### src/rv_config.svh
`ifndef RV_CONFIG_SVH
`define RV_CONFIG_SVH

// data and address width
`define RV_XLEN 32

`define RV_REGS 32 // architectural registers
`define RV_REGW 5 // register number width

`define RV_OPW 7 // opcode field

`endif

### src/execPkg.sv
package execPkg;

	// alu operations, comparisons return 0 or 1 in bit 0
	typedef enum logic [3:0]
	{
		aluAdd,
		aluSub,
		aluSll,
		aluSlt,
		aluSltu,
		aluXor,
		aluSrl,
		aluSra,
		aluOr,
		aluAnd,
		aluEq,
		aluNe,
		aluGe,
		aluGeu
	} aluOpT;

	// what the commit record does with the result
	typedef enum logic [2:0]
	{
		kindNone, // unknown opcode, no effect
		kindReg, // alu result to rd
		kindLui, // immediate to rd
		kindBranch, // pc write if comparison holds
		kindJal, // pc + imm, rd gets pc + 4
		kindJalr // rs1 + imm with bit 0 cleared
	} commitKindT;

endpackage

### src/aluUnit.sv
`timescale 1ns/1ps
`include "rv_config.svh"

module aluUnit import execPkg::*;
(
	input aluOpT op,
	input logic [`RV_XLEN-1:0] x,
	input logic [`RV_XLEN-1:0] y,
	output logic [`RV_XLEN-1:0] result
);

	logic [4:0] shamt;

	assign shamt = y[4:0];

	always_comb
	begin
		result = '0;
		case (op)
			aluAdd: result = x + y;
			aluSub: result = x - y;
			aluSll: result = x << shamt;
			aluSlt: result[0] = $signed(x) < $signed(y);
			aluSltu: result[0] = x < y;
			aluXor: result = x ^ y;
			aluSrl: result = x >> shamt;
			aluSra: result = $signed(x) >>> shamt; // keeps the sign bit
			aluOr: result = x | y;
			aluAnd: result = x & y;
			aluEq: result[0] = x == y;
			aluNe: result[0] = x != y;
			aluGe: result[0] = $signed(x) >= $signed(y);
			aluGeu: result[0] = x >= y;
			default: result = '0;
		endcase
	end

endmodule

### src/commitPort.sv
`timescale 1ns/1ps
`include "rv_config.svh"

module commitPort
(
	input logic clk,
	input logic reset,
	input logic load,
	input logic [`RV_REGW-1:0] recRd,
	input logic [`RV_XLEN-1:0] recData,
	input logic recRegWrite,
	input logic recPcWrite,
	input logic [`RV_XLEN-1:0] recPcTarget,
	output logic bufFree,
	output logic [`RV_REGW-1:0] bufRd,
	output logic [`RV_XLEN-1:0] bufData,
	output logic bufRegWrite,
	output logic outReq,
	input logic outAck,
	output logic [`RV_REGW-1:0] commitRd,
	output logic [`RV_XLEN-1:0] commitData,
	output logic commitRegWrite,
	output logic pcWriteEnable,
	output logic [`RV_XLEN-1:0] pcWriteData,
	output logic wEn,
	output logic [`RV_REGW-1:0] wAddr,
	output logic [`RV_XLEN-1:0] wData
);

	typedef enum logic [1:0] {sIdle, sReq, sAckLow} sendStateT;

	sendStateT state;
	logic bufPcWrite;
	logic [`RV_XLEN-1:0] bufPcTarget;
	logic accept;

	assign accept = (state == sReq) && outAck; // first cycle of ack

	always_ff @(posedge clk)
	begin
		if (reset)
		begin
			state <= sIdle;
			bufRegWrite <= 1'b0;
		end
		else
		begin
			case (state)
				sIdle:
					if (load)
					begin
						state <= sReq;
						bufRegWrite <= recRegWrite && recRd != '0; // x0 never forwards
					end
				sReq:
					if (outAck)
					begin
						state <= sAckLow;
						bufRegWrite <= 1'b0; // value now in the register file
					end
				default:
					if (!outAck)
						state <= sIdle;
			endcase
		end
	end

	always_ff @(posedge clk)
	begin
		if (load && state == sIdle)
		begin
			bufRd <= recRd;
			bufData <= recData;
			bufPcWrite <= recPcWrite;
			bufPcTarget <= recPcTarget;
		end
	end

	assign bufFree = (state == sIdle);
	assign outReq = (state == sReq);

	assign commitRd = bufRd;
	assign commitData = bufData;
	assign commitRegWrite = bufRegWrite;
	assign pcWriteEnable = bufPcWrite;
	assign pcWriteData = bufPcTarget;

	assign wEn = accept && bufRegWrite;
	assign wAddr = bufRd;
	assign wData = bufData;

endmodule

### src/execCore.sv
`timescale 1ns/1ps
`include "rv_config.svh"

module execCore import execPkg::*;
(
	input logic issueValid,
	output logic issueTake,
	input aluOpT aluOp,
	input commitKindT kind,
	input logic useImm,
	input logic usePc,
	input logic [`RV_REGW-1:0] rs1Q,
	input logic [`RV_REGW-1:0] rs2Q,
	input logic [`RV_REGW-1:0] rdQ,
	input logic [`RV_XLEN-1:0] immQ,
	input logic [`RV_XLEN-1:0] pcQ,
	output logic [`RV_REGW-1:0] rAddr0,
	output logic [`RV_REGW-1:0] rAddr1,
	input logic [`RV_XLEN-1:0] rData0,
	input logic [`RV_XLEN-1:0] rData1,
	input logic bufFree,
	input logic [`RV_REGW-1:0] bufRd,
	input logic [`RV_XLEN-1:0] bufData,
	input logic bufRegWrite,
	output logic load,
	output logic [`RV_REGW-1:0] recRd,
	output logic [`RV_XLEN-1:0] recData,
	output logic recRegWrite,
	output logic recPcWrite,
	output logic [`RV_XLEN-1:0] recPcTarget
);

	logic [`RV_XLEN-1:0] rs1Val, rs2Val;
	logic [`RV_XLEN-1:0] opA, opB, aluResult;
	logic [`RV_XLEN-1:0] pcPlus4, branchTarget, jalrSum;

	assign rAddr0 = rs1Q;
	assign rAddr1 = rs2Q;

	// buffered result not yet in the register file wins
	assign rs1Val = (bufRegWrite && bufRd == rs1Q) ? bufData : rData0;
	assign rs2Val = (bufRegWrite && bufRd == rs2Q) ? bufData : rData1;

	assign opA = usePc ? pcQ : rs1Val;
	assign opB = useImm ? immQ : rs2Val;

	aluUnit alu_i (.op(aluOp), .x(opA), .y(opB), .result(aluResult));

	// jump adders, separate from the alu
	assign pcPlus4 = pcQ + `RV_XLEN'd4;
	assign branchTarget = pcQ + immQ;
	assign jalrSum = rs1Val + immQ;

	assign issueTake = issueValid && bufFree;
	assign load = issueTake;

	always_comb
	begin
		recRd = '0;
		recData = '0;
		recRegWrite = 1'b0;
		recPcWrite = 1'b0;
		recPcTarget = '0;
		case (kind)
			kindReg:
			begin
				recRd = rdQ;
				recData = aluResult;
				recRegWrite = 1'b1;
			end
			kindLui:
			begin
				recRd = rdQ;
				recData = immQ;
				recRegWrite = 1'b1;
			end
			kindBranch:
			begin
				recPcWrite = aluResult[0]; // comparison outcome
				recPcTarget = branchTarget;
			end
			kindJal, kindJalr:
			begin
				recRd = rdQ;
				recData = pcPlus4; // link address
				recRegWrite = 1'b1;
				recPcWrite = 1'b1;
				recPcTarget = (kind == kindJal) ? branchTarget
					: {jalrSum[`RV_XLEN-1:1], 1'b0};
			end
			default: recPcWrite = 1'b0; // unknown, empty record
		endcase
	end

endmodule

### src/execUnit.sv
`timescale 1ns/1ps
`include "rv_config.svh"

module execUnit import execPkg::*;
(
	input logic clk,
	input logic reset,
	input logic inReq,
	output logic inAck,
	input logic [`RV_OPW-1:0] opcode,
	input logic [2:0] func3,
	input logic [6:0] func7,
	input logic [`RV_REGW-1:0] rs1,
	input logic [`RV_REGW-1:0] rs2,
	input logic [`RV_REGW-1:0] rd,
	input logic [`RV_XLEN-1:0] imm,
	input logic [`RV_XLEN-1:0] pc,
	output logic outReq,
	input logic outAck,
	output logic [`RV_REGW-1:0] commitRd,
	output logic [`RV_XLEN-1:0] commitData,
	output logic commitRegWrite,
	output logic pcWriteEnable,
	output logic [`RV_XLEN-1:0] pcWriteData
);

	// intake to core
	logic issueValid, issueTake, useImm, usePc;
	aluOpT aluOp;
	commitKindT kind;
	logic [`RV_REGW-1:0] rs1Q, rs2Q, rdQ;
	logic [`RV_XLEN-1:0] immQ, pcQ;

	// register file ports
	logic [`RV_REGW-1:0] rAddr0, rAddr1, wAddr;
	logic [`RV_XLEN-1:0] rData0, rData1, wData;
	logic wEn;

	// core to commit buffer and back
	logic load, recRegWrite, recPcWrite;
	logic [`RV_REGW-1:0] recRd;
	logic [`RV_XLEN-1:0] recData, recPcTarget;
	logic bufFree, bufRegWrite;
	logic [`RV_REGW-1:0] bufRd;
	logic [`RV_XLEN-1:0] bufData;

	instrIntake intake_i (
		.clk(clk), .reset(reset), .inReq(inReq), .inAck(inAck),
		.opcode(opcode), .func3(func3), .func7(func7),
		.rs1(rs1), .rs2(rs2), .rd(rd), .imm(imm), .pc(pc),
		.issueValid(issueValid), .issueTake(issueTake),
		.aluOp(aluOp), .kind(kind), .useImm(useImm), .usePc(usePc),
		.rs1Q(rs1Q), .rs2Q(rs2Q), .rdQ(rdQ), .immQ(immQ), .pcQ(pcQ)
	);

	execCore core_i (
		.issueValid(issueValid), .issueTake(issueTake),
		.aluOp(aluOp), .kind(kind), .useImm(useImm), .usePc(usePc),
		.rs1Q(rs1Q), .rs2Q(rs2Q), .rdQ(rdQ), .immQ(immQ), .pcQ(pcQ),
		.rAddr0(rAddr0), .rAddr1(rAddr1), .rData0(rData0), .rData1(rData1),
		.bufFree(bufFree), .bufRd(bufRd), .bufData(bufData), .bufRegWrite(bufRegWrite),
		.load(load), .recRd(recRd), .recData(recData), .recRegWrite(recRegWrite),
		.recPcWrite(recPcWrite), .recPcTarget(recPcTarget)
	);

	regFile regs_i (
		.clk(clk), .reset(reset),
		.rAddr0(rAddr0), .rAddr1(rAddr1), .rData0(rData0), .rData1(rData1),
		.wEn(wEn), .wAddr(wAddr), .wData(wData)
	);

	commitPort commit_i (
		.clk(clk), .reset(reset), .load(load),
		.recRd(recRd), .recData(recData), .recRegWrite(recRegWrite),
		.recPcWrite(recPcWrite), .recPcTarget(recPcTarget),
		.bufFree(bufFree), .bufRd(bufRd), .bufData(bufData), .bufRegWrite(bufRegWrite),
		.outReq(outReq), .outAck(outAck),
		.commitRd(commitRd), .commitData(commitData), .commitRegWrite(commitRegWrite),
		.pcWriteEnable(pcWriteEnable), .pcWriteData(pcWriteData),
		.wEn(wEn), .wAddr(wAddr), .wData(wData)
	);

endmodule

### src/instrIntake.sv
`timescale 1ns/1ps
`include "rv_config.svh"

module instrIntake import execPkg::*;
(
	input logic clk,
	input logic reset,
	input logic inReq,
	output logic inAck,
	input logic [`RV_OPW-1:0] opcode,
	input logic [2:0] func3,
	input logic [6:0] func7,
	input logic [`RV_REGW-1:0] rs1,
	input logic [`RV_REGW-1:0] rs2,
	input logic [`RV_REGW-1:0] rd,
	input logic [`RV_XLEN-1:0] imm,
	input logic [`RV_XLEN-1:0] pc,
	output logic issueValid,
	input logic issueTake,
	output aluOpT aluOp,
	output commitKindT kind,
	output logic useImm,
	output logic usePc,
	output logic [`RV_REGW-1:0] rs1Q,
	output logic [`RV_REGW-1:0] rs2Q,
	output logic [`RV_REGW-1:0] rdQ,
	output logic [`RV_XLEN-1:0] immQ,
	output logic [`RV_XLEN-1:0] pcQ
);

	aluOpT decOp;
	commitKindT decKind;
	logic decUseImm;
	logic decUsePc;
	logic capture;

	// only take a new instruction once the previous one is fully retired here
	assign capture = inReq && !inAck && !issueValid;

	always_comb
	begin
		decOp = aluAdd;
		decKind = kindNone;
		decUseImm = 1'b0;
		decUsePc = 1'b0;
		case (opcode)
			7'b0110011: // R format
			begin
				decKind = kindReg;
				case (func3)
					3'd0: decOp = func7[5] ? aluSub : aluAdd;
					3'd1: decOp = aluSll;
					3'd2: decOp = aluSlt;
					3'd3: decOp = aluSltu;
					3'd4: decOp = aluXor;
					3'd5: decOp = func7[5] ? aluSra : aluSrl;
					3'd6: decOp = aluOr;
					default: decOp = aluAnd;
				endcase
			end
			7'b0010011: // I format alu
			begin
				decKind = kindReg;
				decUseImm = 1'b1;
				case (func3)
					3'd0: decOp = aluAdd;
					3'd1: decOp = aluSll;
					3'd2: decOp = aluSlt;
					3'd3: decOp = aluSltu;
					3'd4: decOp = aluXor;
					3'd5: decOp = imm[10] ? aluSra : aluSrl; // srai vs srli
					3'd6: decOp = aluOr;
					default: decOp = aluAnd;
				endcase
			end
			7'b1100011: // branches
			begin
				decKind = kindBranch;
				case (func3)
					3'd0: decOp = aluEq;
					3'd1: decOp = aluNe;
					3'd4: decOp = aluSlt;
					3'd5: decOp = aluGe;
					3'd6: decOp = aluSltu;
					3'd7: decOp = aluGeu;
					default: decKind = kindNone; // reserved func3
				endcase
			end
			7'b1101111: // jal
			begin
				decKind = kindJal;
				decUsePc = 1'b1;
				decUseImm = 1'b1;
			end
			7'b1100111: // jalr
			begin
				decKind = kindJalr;
				decUseImm = 1'b1;
			end
			7'b0110111: decKind = kindLui;
			7'b0010111: // auipc
			begin
				decKind = kindReg;
				decUsePc = 1'b1;
				decUseImm = 1'b1;
			end
			default: decKind = kindNone;
		endcase
	end

	always_ff @(posedge clk)
	begin
		if (reset)
		begin
			inAck <= 1'b0;
			issueValid <= 1'b0;
		end
		else if (capture)
		begin
			inAck <= 1'b1;
			issueValid <= 1'b1;
		end
		else
		begin
			if (issueTake)
				issueValid <= 1'b0;
			if (inAck && !inReq && (!issueValid || issueTake))
				inAck <= 1'b0; // ack held until the core took it
		end
	end

	always_ff @(posedge clk)
	begin
		if (capture)
		begin
			aluOp <= decOp;
			kind <= decKind;
			useImm <= decUseImm;
			usePc <= decUsePc;
			rs1Q <= rs1;
			rs2Q <= rs2;
			rdQ <= rd;
			immQ <= imm;
			pcQ <= pc;
		end
	end

endmodule

### src/regFile.sv
`timescale 1ns/1ps
`include "rv_config.svh"

module regFile
(
	input logic clk,
	input logic reset,
	input logic [`RV_REGW-1:0] rAddr0,
	input logic [`RV_REGW-1:0] rAddr1,
	output logic [`RV_XLEN-1:0] rData0,
	output logic [`RV_XLEN-1:0] rData1,
	input logic wEn,
	input logic [`RV_REGW-1:0] wAddr,
	input logic [`RV_XLEN-1:0] wData
);

	logic [`RV_XLEN-1:0] regs [`RV_REGS];

	assign rData0 = regs[rAddr0]; // async read
	assign rData1 = regs[rAddr1];

	always_ff @(posedge clk)
	begin
		if (reset)
		begin
			for (int i = 0; i < `RV_REGS; i++)
				regs[i] <= '0;
		end
		else if (wEn && wAddr != '0)
			regs[wAddr] <= wData; // x0 never written
	end

endmodule

### config.mk
export PLATFORM = sky130hd
export DESIGN_NAME = execUnit
export DESIGN_NICKNAME = d
export VERILOG_FILES = /design/src/execPkg.sv /design/src/aluUnit.sv /design/src/commitPort.sv /design/src/execCore.sv /design/src/execUnit.sv /design/src/instrIntake.sv /design/src/regFile.sv
export VERILOG_INCLUDE_DIRS = /design/src /design/src/src
export SDC_FILE = /design/constraint.sdc
export NUM_CORES = 2
export LEC_CHECK = 0
export ABC_AREA = 1
export BUFFER_PORTS_ARGS = -buffer_cell sky130_fd_sc_hd__buf_2
export CORE_MARGIN = 5
export CORE_UTILIZATION = 35
export DETAILED_ROUTE_END_ITERATION = 8
export PLACE_DENSITY = 0.59
export SKIP_LAST_GASP = 1
export SYNTH_ARGS = -nofsm -noshare
export SYNTH_HDL_FRONTEND = slang
export SYNTH_SLANG_ARGS = --single-unit
### constraint.sdc
create_clock -name clk -period 5.6 [get_ports clk]
set_input_delay 0.28 -clock clk [delete_from_list [all_inputs] [get_ports clk]]
set_output_delay 0.28 -clock clk [all_outputs]
set_load 0.1 [all_outputs]
After elaboration in Yosys (flattened, before gate mapping)
Memories as Yosys holds them, arrays and structs flattened. A register that Yosys moved wholly into a read port is not among the register bits.
Cells that the tools add are included.
- memories kept: 1
- input port bits: 100
- RAM bits: 1024
- logic and storage cells: 150
- register bits after elaboration: 163
- output and inout bits: 73
- muxes and demuxes: 44
- order comparisons: 4
- equal/unequal tests: 40
- bitwise gates (word level): 3
- shift-type cells: 3
- add/sub/neg operators: 5
- reduce and logical (&&, ||, !) cells: 33
- memories (name ; depth ; bits a word ; read ports ; clocked after Yosys merged registers in ; wr ports ; RTL line ; RTL):
    regs_i.regs ; 32 ; 32 ; 2 ; 2 ; 32 ; regFile.sv:17 ; logic [`RV_XLEN-1:0] regs [`RV_REGS];
- operator list (cell ; count):
    one-hot mux 31 bit (8 select lines) ; 1
    2-to-1 mux 32 bit ; 6
    adder 32 bit ; 3
    one-hot mux 32 bit (3 select lines) ; 1
    greater-or-equal comparator 32 bit ; 2
    < comparator 32 bit ; 2
    one-hot mux 32 bit (2 select lines) ; 1
    one-hot mux 4 bit (7 select lines) ; 2
    adder 32 x 3 -> 32 bit, second input constant ; 1
    bitwise AND 32 bit ; 1
    equality test 32 bit ; 1
    inequality test 32 bit ; 1
    bitwise OR 32 bit ; 1
    OR reduction 32 bit ; 1
    << shifter 32 x 5 -> 32 bit ; 1
    right shift 32 x 5 -> 32 bit ; 1
    >>> shifter 32 x 5 -> 32 bit ; 1
    subtractor 32 bit ; 1
    bitwise XOR 32 bit ; 1
    equality test 4 bit, second input constant ; 6
    one-hot mux 4 bit (6 select lines) ; 1
    equality test 7 bit, second input constant ; 3
    2-to-1 mux 5 bit ; 4
    equality test 3 bit, second input constant ; 6
    other kinds (31) ; 83

Longest topological paths before layout
- word-level depth: 9
- depth in mapped cells: 38
- depth with buffers taken out: 35

Hierarchy
Synthesis repeated with hierarchy kept, for this count alone.
- cell total of the unflattened synthesis: 10798
- area total of the unflattened synthesis: 79259.8 um^2
- by module, submodules not included (module ; times used ; seq. area each (um^2) ; area each (um^2) ; cells an instance):
    regFile ; 1 ; 30749.5 ; 56665.6 ; 7191
    aluUnit ; 1 ; 0.0 ; 9843.2 ; 1956
    execCore ; 1 ; 0.0 ; 6830.3 ; 1308
    instrIntake ; 1 ; 2682.6 ; 3089.2 ; 170
    commitPort ; 1 ; 2162.1 ; 2831.5 ; 173

Worst setup path after synthesis
OpenSTA, ideal clock, no wires.
- path kind: register to register
- from: register commit_i.bufRd[2]
- to: register commit_i.bufData[20] (data pin)
- clock period less this slack: 4.940 ns
- setup time: 0.252 ns
- data arrival time: 4.687 ns
- slack: 0.660 ns
- data required time: 5.348 ns
- path buffers: 2
- cell stages (with the launch flop): 36
- path through: edfxtp_1 > buf_4 > inv_2 > a22o_1 > nor2_1 > nand3_2 > inv_2 > buf_4 > nand2_1 > nand2_1 > nand2_1 > nand2_1 > inv_1 > ha_1 > fa_1 > inv_1 > nand2_1 > nand2_1 > a21oi_1 > o21bai_1 > nand2_1 > nand2_1 > nand2_1 > nand2_1 > nand2_1 > nand2_1 > a21oi_1 > or2_2 > nand3_1 > nand3_1 > nor2_1 > o21ai_0 > inv_1 > nand2_1 > nand2_1 > nand2_1
- cells in the longest elaborated chain, start to end: 7
- elaborated cells on any way between the ends: 18
- classes of those cells: add/sub (2); eq/ne (2); shift (3); mux (6); bitwise (3); reduce/logical (2)
- ends and longest elaborated chain (what ; RTL line ; RTL):
    start, declared ; commitPort.sv:15 ; output logic [`RV_REGW-1:0] bufRd,
    start signal, assigned ; commitPort.sv:72 ; bufRd <= recRd;
    equality test 5 bit, on equally long branches ; execCore.sv:41, execCore.sv:42 ;
    logical AND 1 bit, on equally long branches ; execCore.sv:41, execCore.sv:42 ;
    2-to-1 mux 32 bit, on equally long branches ; execCore.sv:41, execCore.sv:42 ;
    2-to-1 mux 32 bit, on equally long branches ; execCore.sv:44, execCore.sv:45 ;
    subtractor 32 bit (tied with other cells) ; aluUnit.sv:21 ; aluSub: result = x - y;
    one-hot mux 31 bit (8 select lines) * ; aluUnit.sv:19 ; case (op)
    one-hot mux 32 bit (3 select lines) * ; execCore.sv:64 ; case (kind)
    net commit_i.recData[20] ; commitPort.sv:10 ; input logic [`RV_XLEN-1:0] recData,
    end signal, assigned ; commitPort.sv:73 ; bufData <= recData;
    end, declared ; commitPort.sv:16 ; output logic [`RV_XLEN-1:0] bufData,
The timed path passes the listed nets; every way through them passes the cells marked *.
A chain may end at the register's enable or synchronous reset.

==> metrics.txt <==
outcome finished, final reports clean; DRC 0; Tcrit/Tclk final 0.9871; CTS tree yes; gr usage total 0.3102; Critical Path AT 6020 ps; Post-Layout Inst Area 0.09051 mm2; core area 0.2148 mm2; Synth Warn # 0; pre-CTS WS -264.0 ps; clock buffer depth 3; Hold Crit Class input pin to flip-flop; Post-Syn Instances 9724; mux contribution to synthesized area 0; Slew @ Worst Pin 1399 ps; minimum clock period after layout 5528 ps; CP Launch Type flip-flop; Post-DP Area 0.08378 mm2; largest cells by area after synthesis edfxtp_1 47%, nand2_1 11%, nand3_1 10%, nor2_1 8.6%, o21ai_0 4.4%; Initial Util 0.3521; adder-cell share of the synthesized area 0.02802; Ports 173; largest family of logic cells by synthesized area simple AND/OR/NAND/NOR gates; routed len/inst 28.05 um; Lkg Pwr 37.58 nW; via count 79110; first-pass GRT wire length 510.7 mm; share of cells above drive strength 1 0.1375; mapped cell area 0.07565 mm2; top post-synthesis cells by count 2283 x nand2_1, 1740 x nor2_1, 1509 x nand3_1; port bufs 166; FP Rows 170; WP data required 6090 ps; largest net degree at the start of global routing 69; post-synthesis simple-gate area fraction 0.3156; die area 0.2255 mm2; initial antenna violation count 11; ys async rst share 0; post-synthesis sequential area ratio 0.4731; Worst path max stage delay 430 ps; aggregate routed wire length 369.1 mm; Synth Area in XOR/XNOR 0.004515; max-cap viol count 0; die span in y 474.9 um; fillcell total 21170; final setup fails 0; worst setup path class flip-flop to flip-flop; max-slew violations 0; Worst-path clk slew 60 ps; Most common cell on crit path buf_4; reg-to-reg slack, setup 70 ps; HPWL Detailed 243.7 mm; Yosys reg bits 1197; Post-Route Utilization 0.4213; relative slew slack 0.05926; post-synth top area share 0.4692; synth-to-layout area growth 19.64%; DR iter-0 viols 13930; Final #Nets 10470; CTS buffer count 142; vias per cell 6.013; VDD IR-drop max 267.6 uV; Layout Skew 53.33 ps; Post-synth EDFFs 1182; Max H-tree Level 4; critical path's slowest cell dfxtp_4; Congestion Overflow GR 0; drt first pass iters 7; Crit. End Element flip-flop; die width 474.9 um; compound-gate portion of the synthesized area 0.1105; Max Freq 0.1809 GHz; critical path fanouts, max 20; CTS sink count 1197; worst-skew pair later-pin latency 840 ps; Fin. Hold Viols 0; area leader, netlist edfxtp_1; Final GP Congestion 1.045; count leader, synth nand2_1; CTS root buffer clkbuf_16; Routed Antenna Nets 0; Unique masters post-synth 68; syn avg cell area 7.780 um2; Power Dens Cells 337.3 mW/mm2; vias in the first global route 72900; Worst Setup Slack, final 72.20 ps; Final Power 30.53 mW; hold slack 63.49 ps; Primary FF master, synth edfxtp_1
[cells by family after synthesis]
| kind of cell | after synthesis |
|---|---|
| xor+xnor | 39 |
| buf+inv | 1205 |
| compound gates | 1390 |
| other cells | 1 |
| flops | 1197 |
| fa+ha+maj | 167 |
| simple gates | 5725 |
[critical path: cells and delay by family (launching register included)]
kind            cells  cell delay, ps
compound gates      6            1010
xor+xnor            1             210
fa+ha+maj           1             290
buf+inv             8            1520
flops               1             430
simple gates       11            1710
[layout make-up]
type | instances | area [um2] | area share
well taps | 2838 | 3551 | 0.03923
flip-flops and latches | 1197 | 35820 | 0.3958
clock inverters | 83 | 695.7 | 0.007686
repair buffers | 1057 | 9333 | 0.1031
clock buffers | 173 | 3754 | 0.04147
inverters | 447 | 1757 | 0.01941
multi-input cells | 7353 | 35550 | 0.3928
diodes | 4 | 10.01 | 0.0001106
repair inverters | 3 | 38.79 | 0.0004285
[flip-flops by register name (all words and copies together), names as in the netlist, 2 cells and up, named ones only]
| signal | cells |
|---|---|
| commit_i.bufData | 32 |
| commit_i.bufRd | 5 |
| commit_i.pcWriteData | 32 |
| commit_i.state | 2 |
| intake_i.aluOp | 4 |
| intake_i.immQ | 32 |
| intake_i.kind | 3 |
| intake_i.pcQ | 32 |
| intake_i.rdQ | 5 |
| intake_i.rs1Q | 5 |
| intake_i.rs2Q | 5 |
| regs_i.regs | 1024 |
[routing by layer]
metal	wire [um]	track usage
met5	33	0
met4	23680	0.1722
met3	54410	0.1026
met2	149600	0.4381
met1	141300	0.4162
[path summary, 6_finish.rpt]
path                              startpoint                             end  cells after the start
setup / recovery                   flip-flop  commit_i.bufData[16]$_DFFE_PP_                     27
hold / removal                     opcode[2]      intake_i.kind[0]$_DFFE_PP_                      5
setup reg to reg                   flip-flop  commit_i.bufData[16]$_DFFE_PP_                     27
hold reg to reg   intake_i.rs2Q[3]$_DFFE_PP_                       flip-flop                      2
[what timing repair did]
item                                   in CTS  in global routing
buffers inserted                            1                 17
hold buffers                               98                  0
cloned                                      1                 15
pin swaps                                   0                  8
resized for setup                          18                156
endpoints found under the hold margin     101                  0
setup endpoints to repair                  13                 27
[where the power goes]
group          total (mW)  leakage, nW  internal [mW]  switching [mW]
Combinational        10.9         23.2           3.56            7.37
Sequential           10.6         12.2           10.2           0.326
Clock                9.04         2.16           5.03            4.01
[cell usage in the layout, fill, tap and decap left out, types with 44 or more instances in the layout]
| master | synthesis | final |
|---|---|---|
| a21oi_1 | 262 | 251 |
| buf_12 | 0 | 85 |
| buf_2 | 198 | 166 |
| buf_4 | 55 | 673 |
| clkbuf_16 | 0 | 157 |
| clkinv_1 | 6 | 44 |
| dlygate4sd3_1 | 0 | 98 |
| edfxtp_1 | 1182 | 1182 |
| ha_1 | 163 | 160 |
| inv_1 | 425 | 413 |
| nand2_1 | 2283 | 2218 |
| nand2_2 | 2 | 66 |
| nand3_1 | 1509 | 1446 |
| nand3_2 | 10 | 69 |
| nand4_1 | 45 | 45 |
| nor2_1 | 1740 | 1736 |
| nor3_1 | 50 | 46 |
| o211ai_1 | 47 | 47 |
| o21ai_0 | 661 | 656 |
| o221ai_1 | 236 | 235 |
[stage by stage]
| step | TNS, ps | std cells |
|---|---|---|
| after floorplan | 0 | 9755 |
| after global placement | -1078 | 12760 |
| after detailed placement | -1022 | 12760 |
| after CTS | -26.55 | 13120 |
| after global routing | -28.91 | 13150 |
| final | 0 | 13160 |
Power figures use the tool's default switching activity.
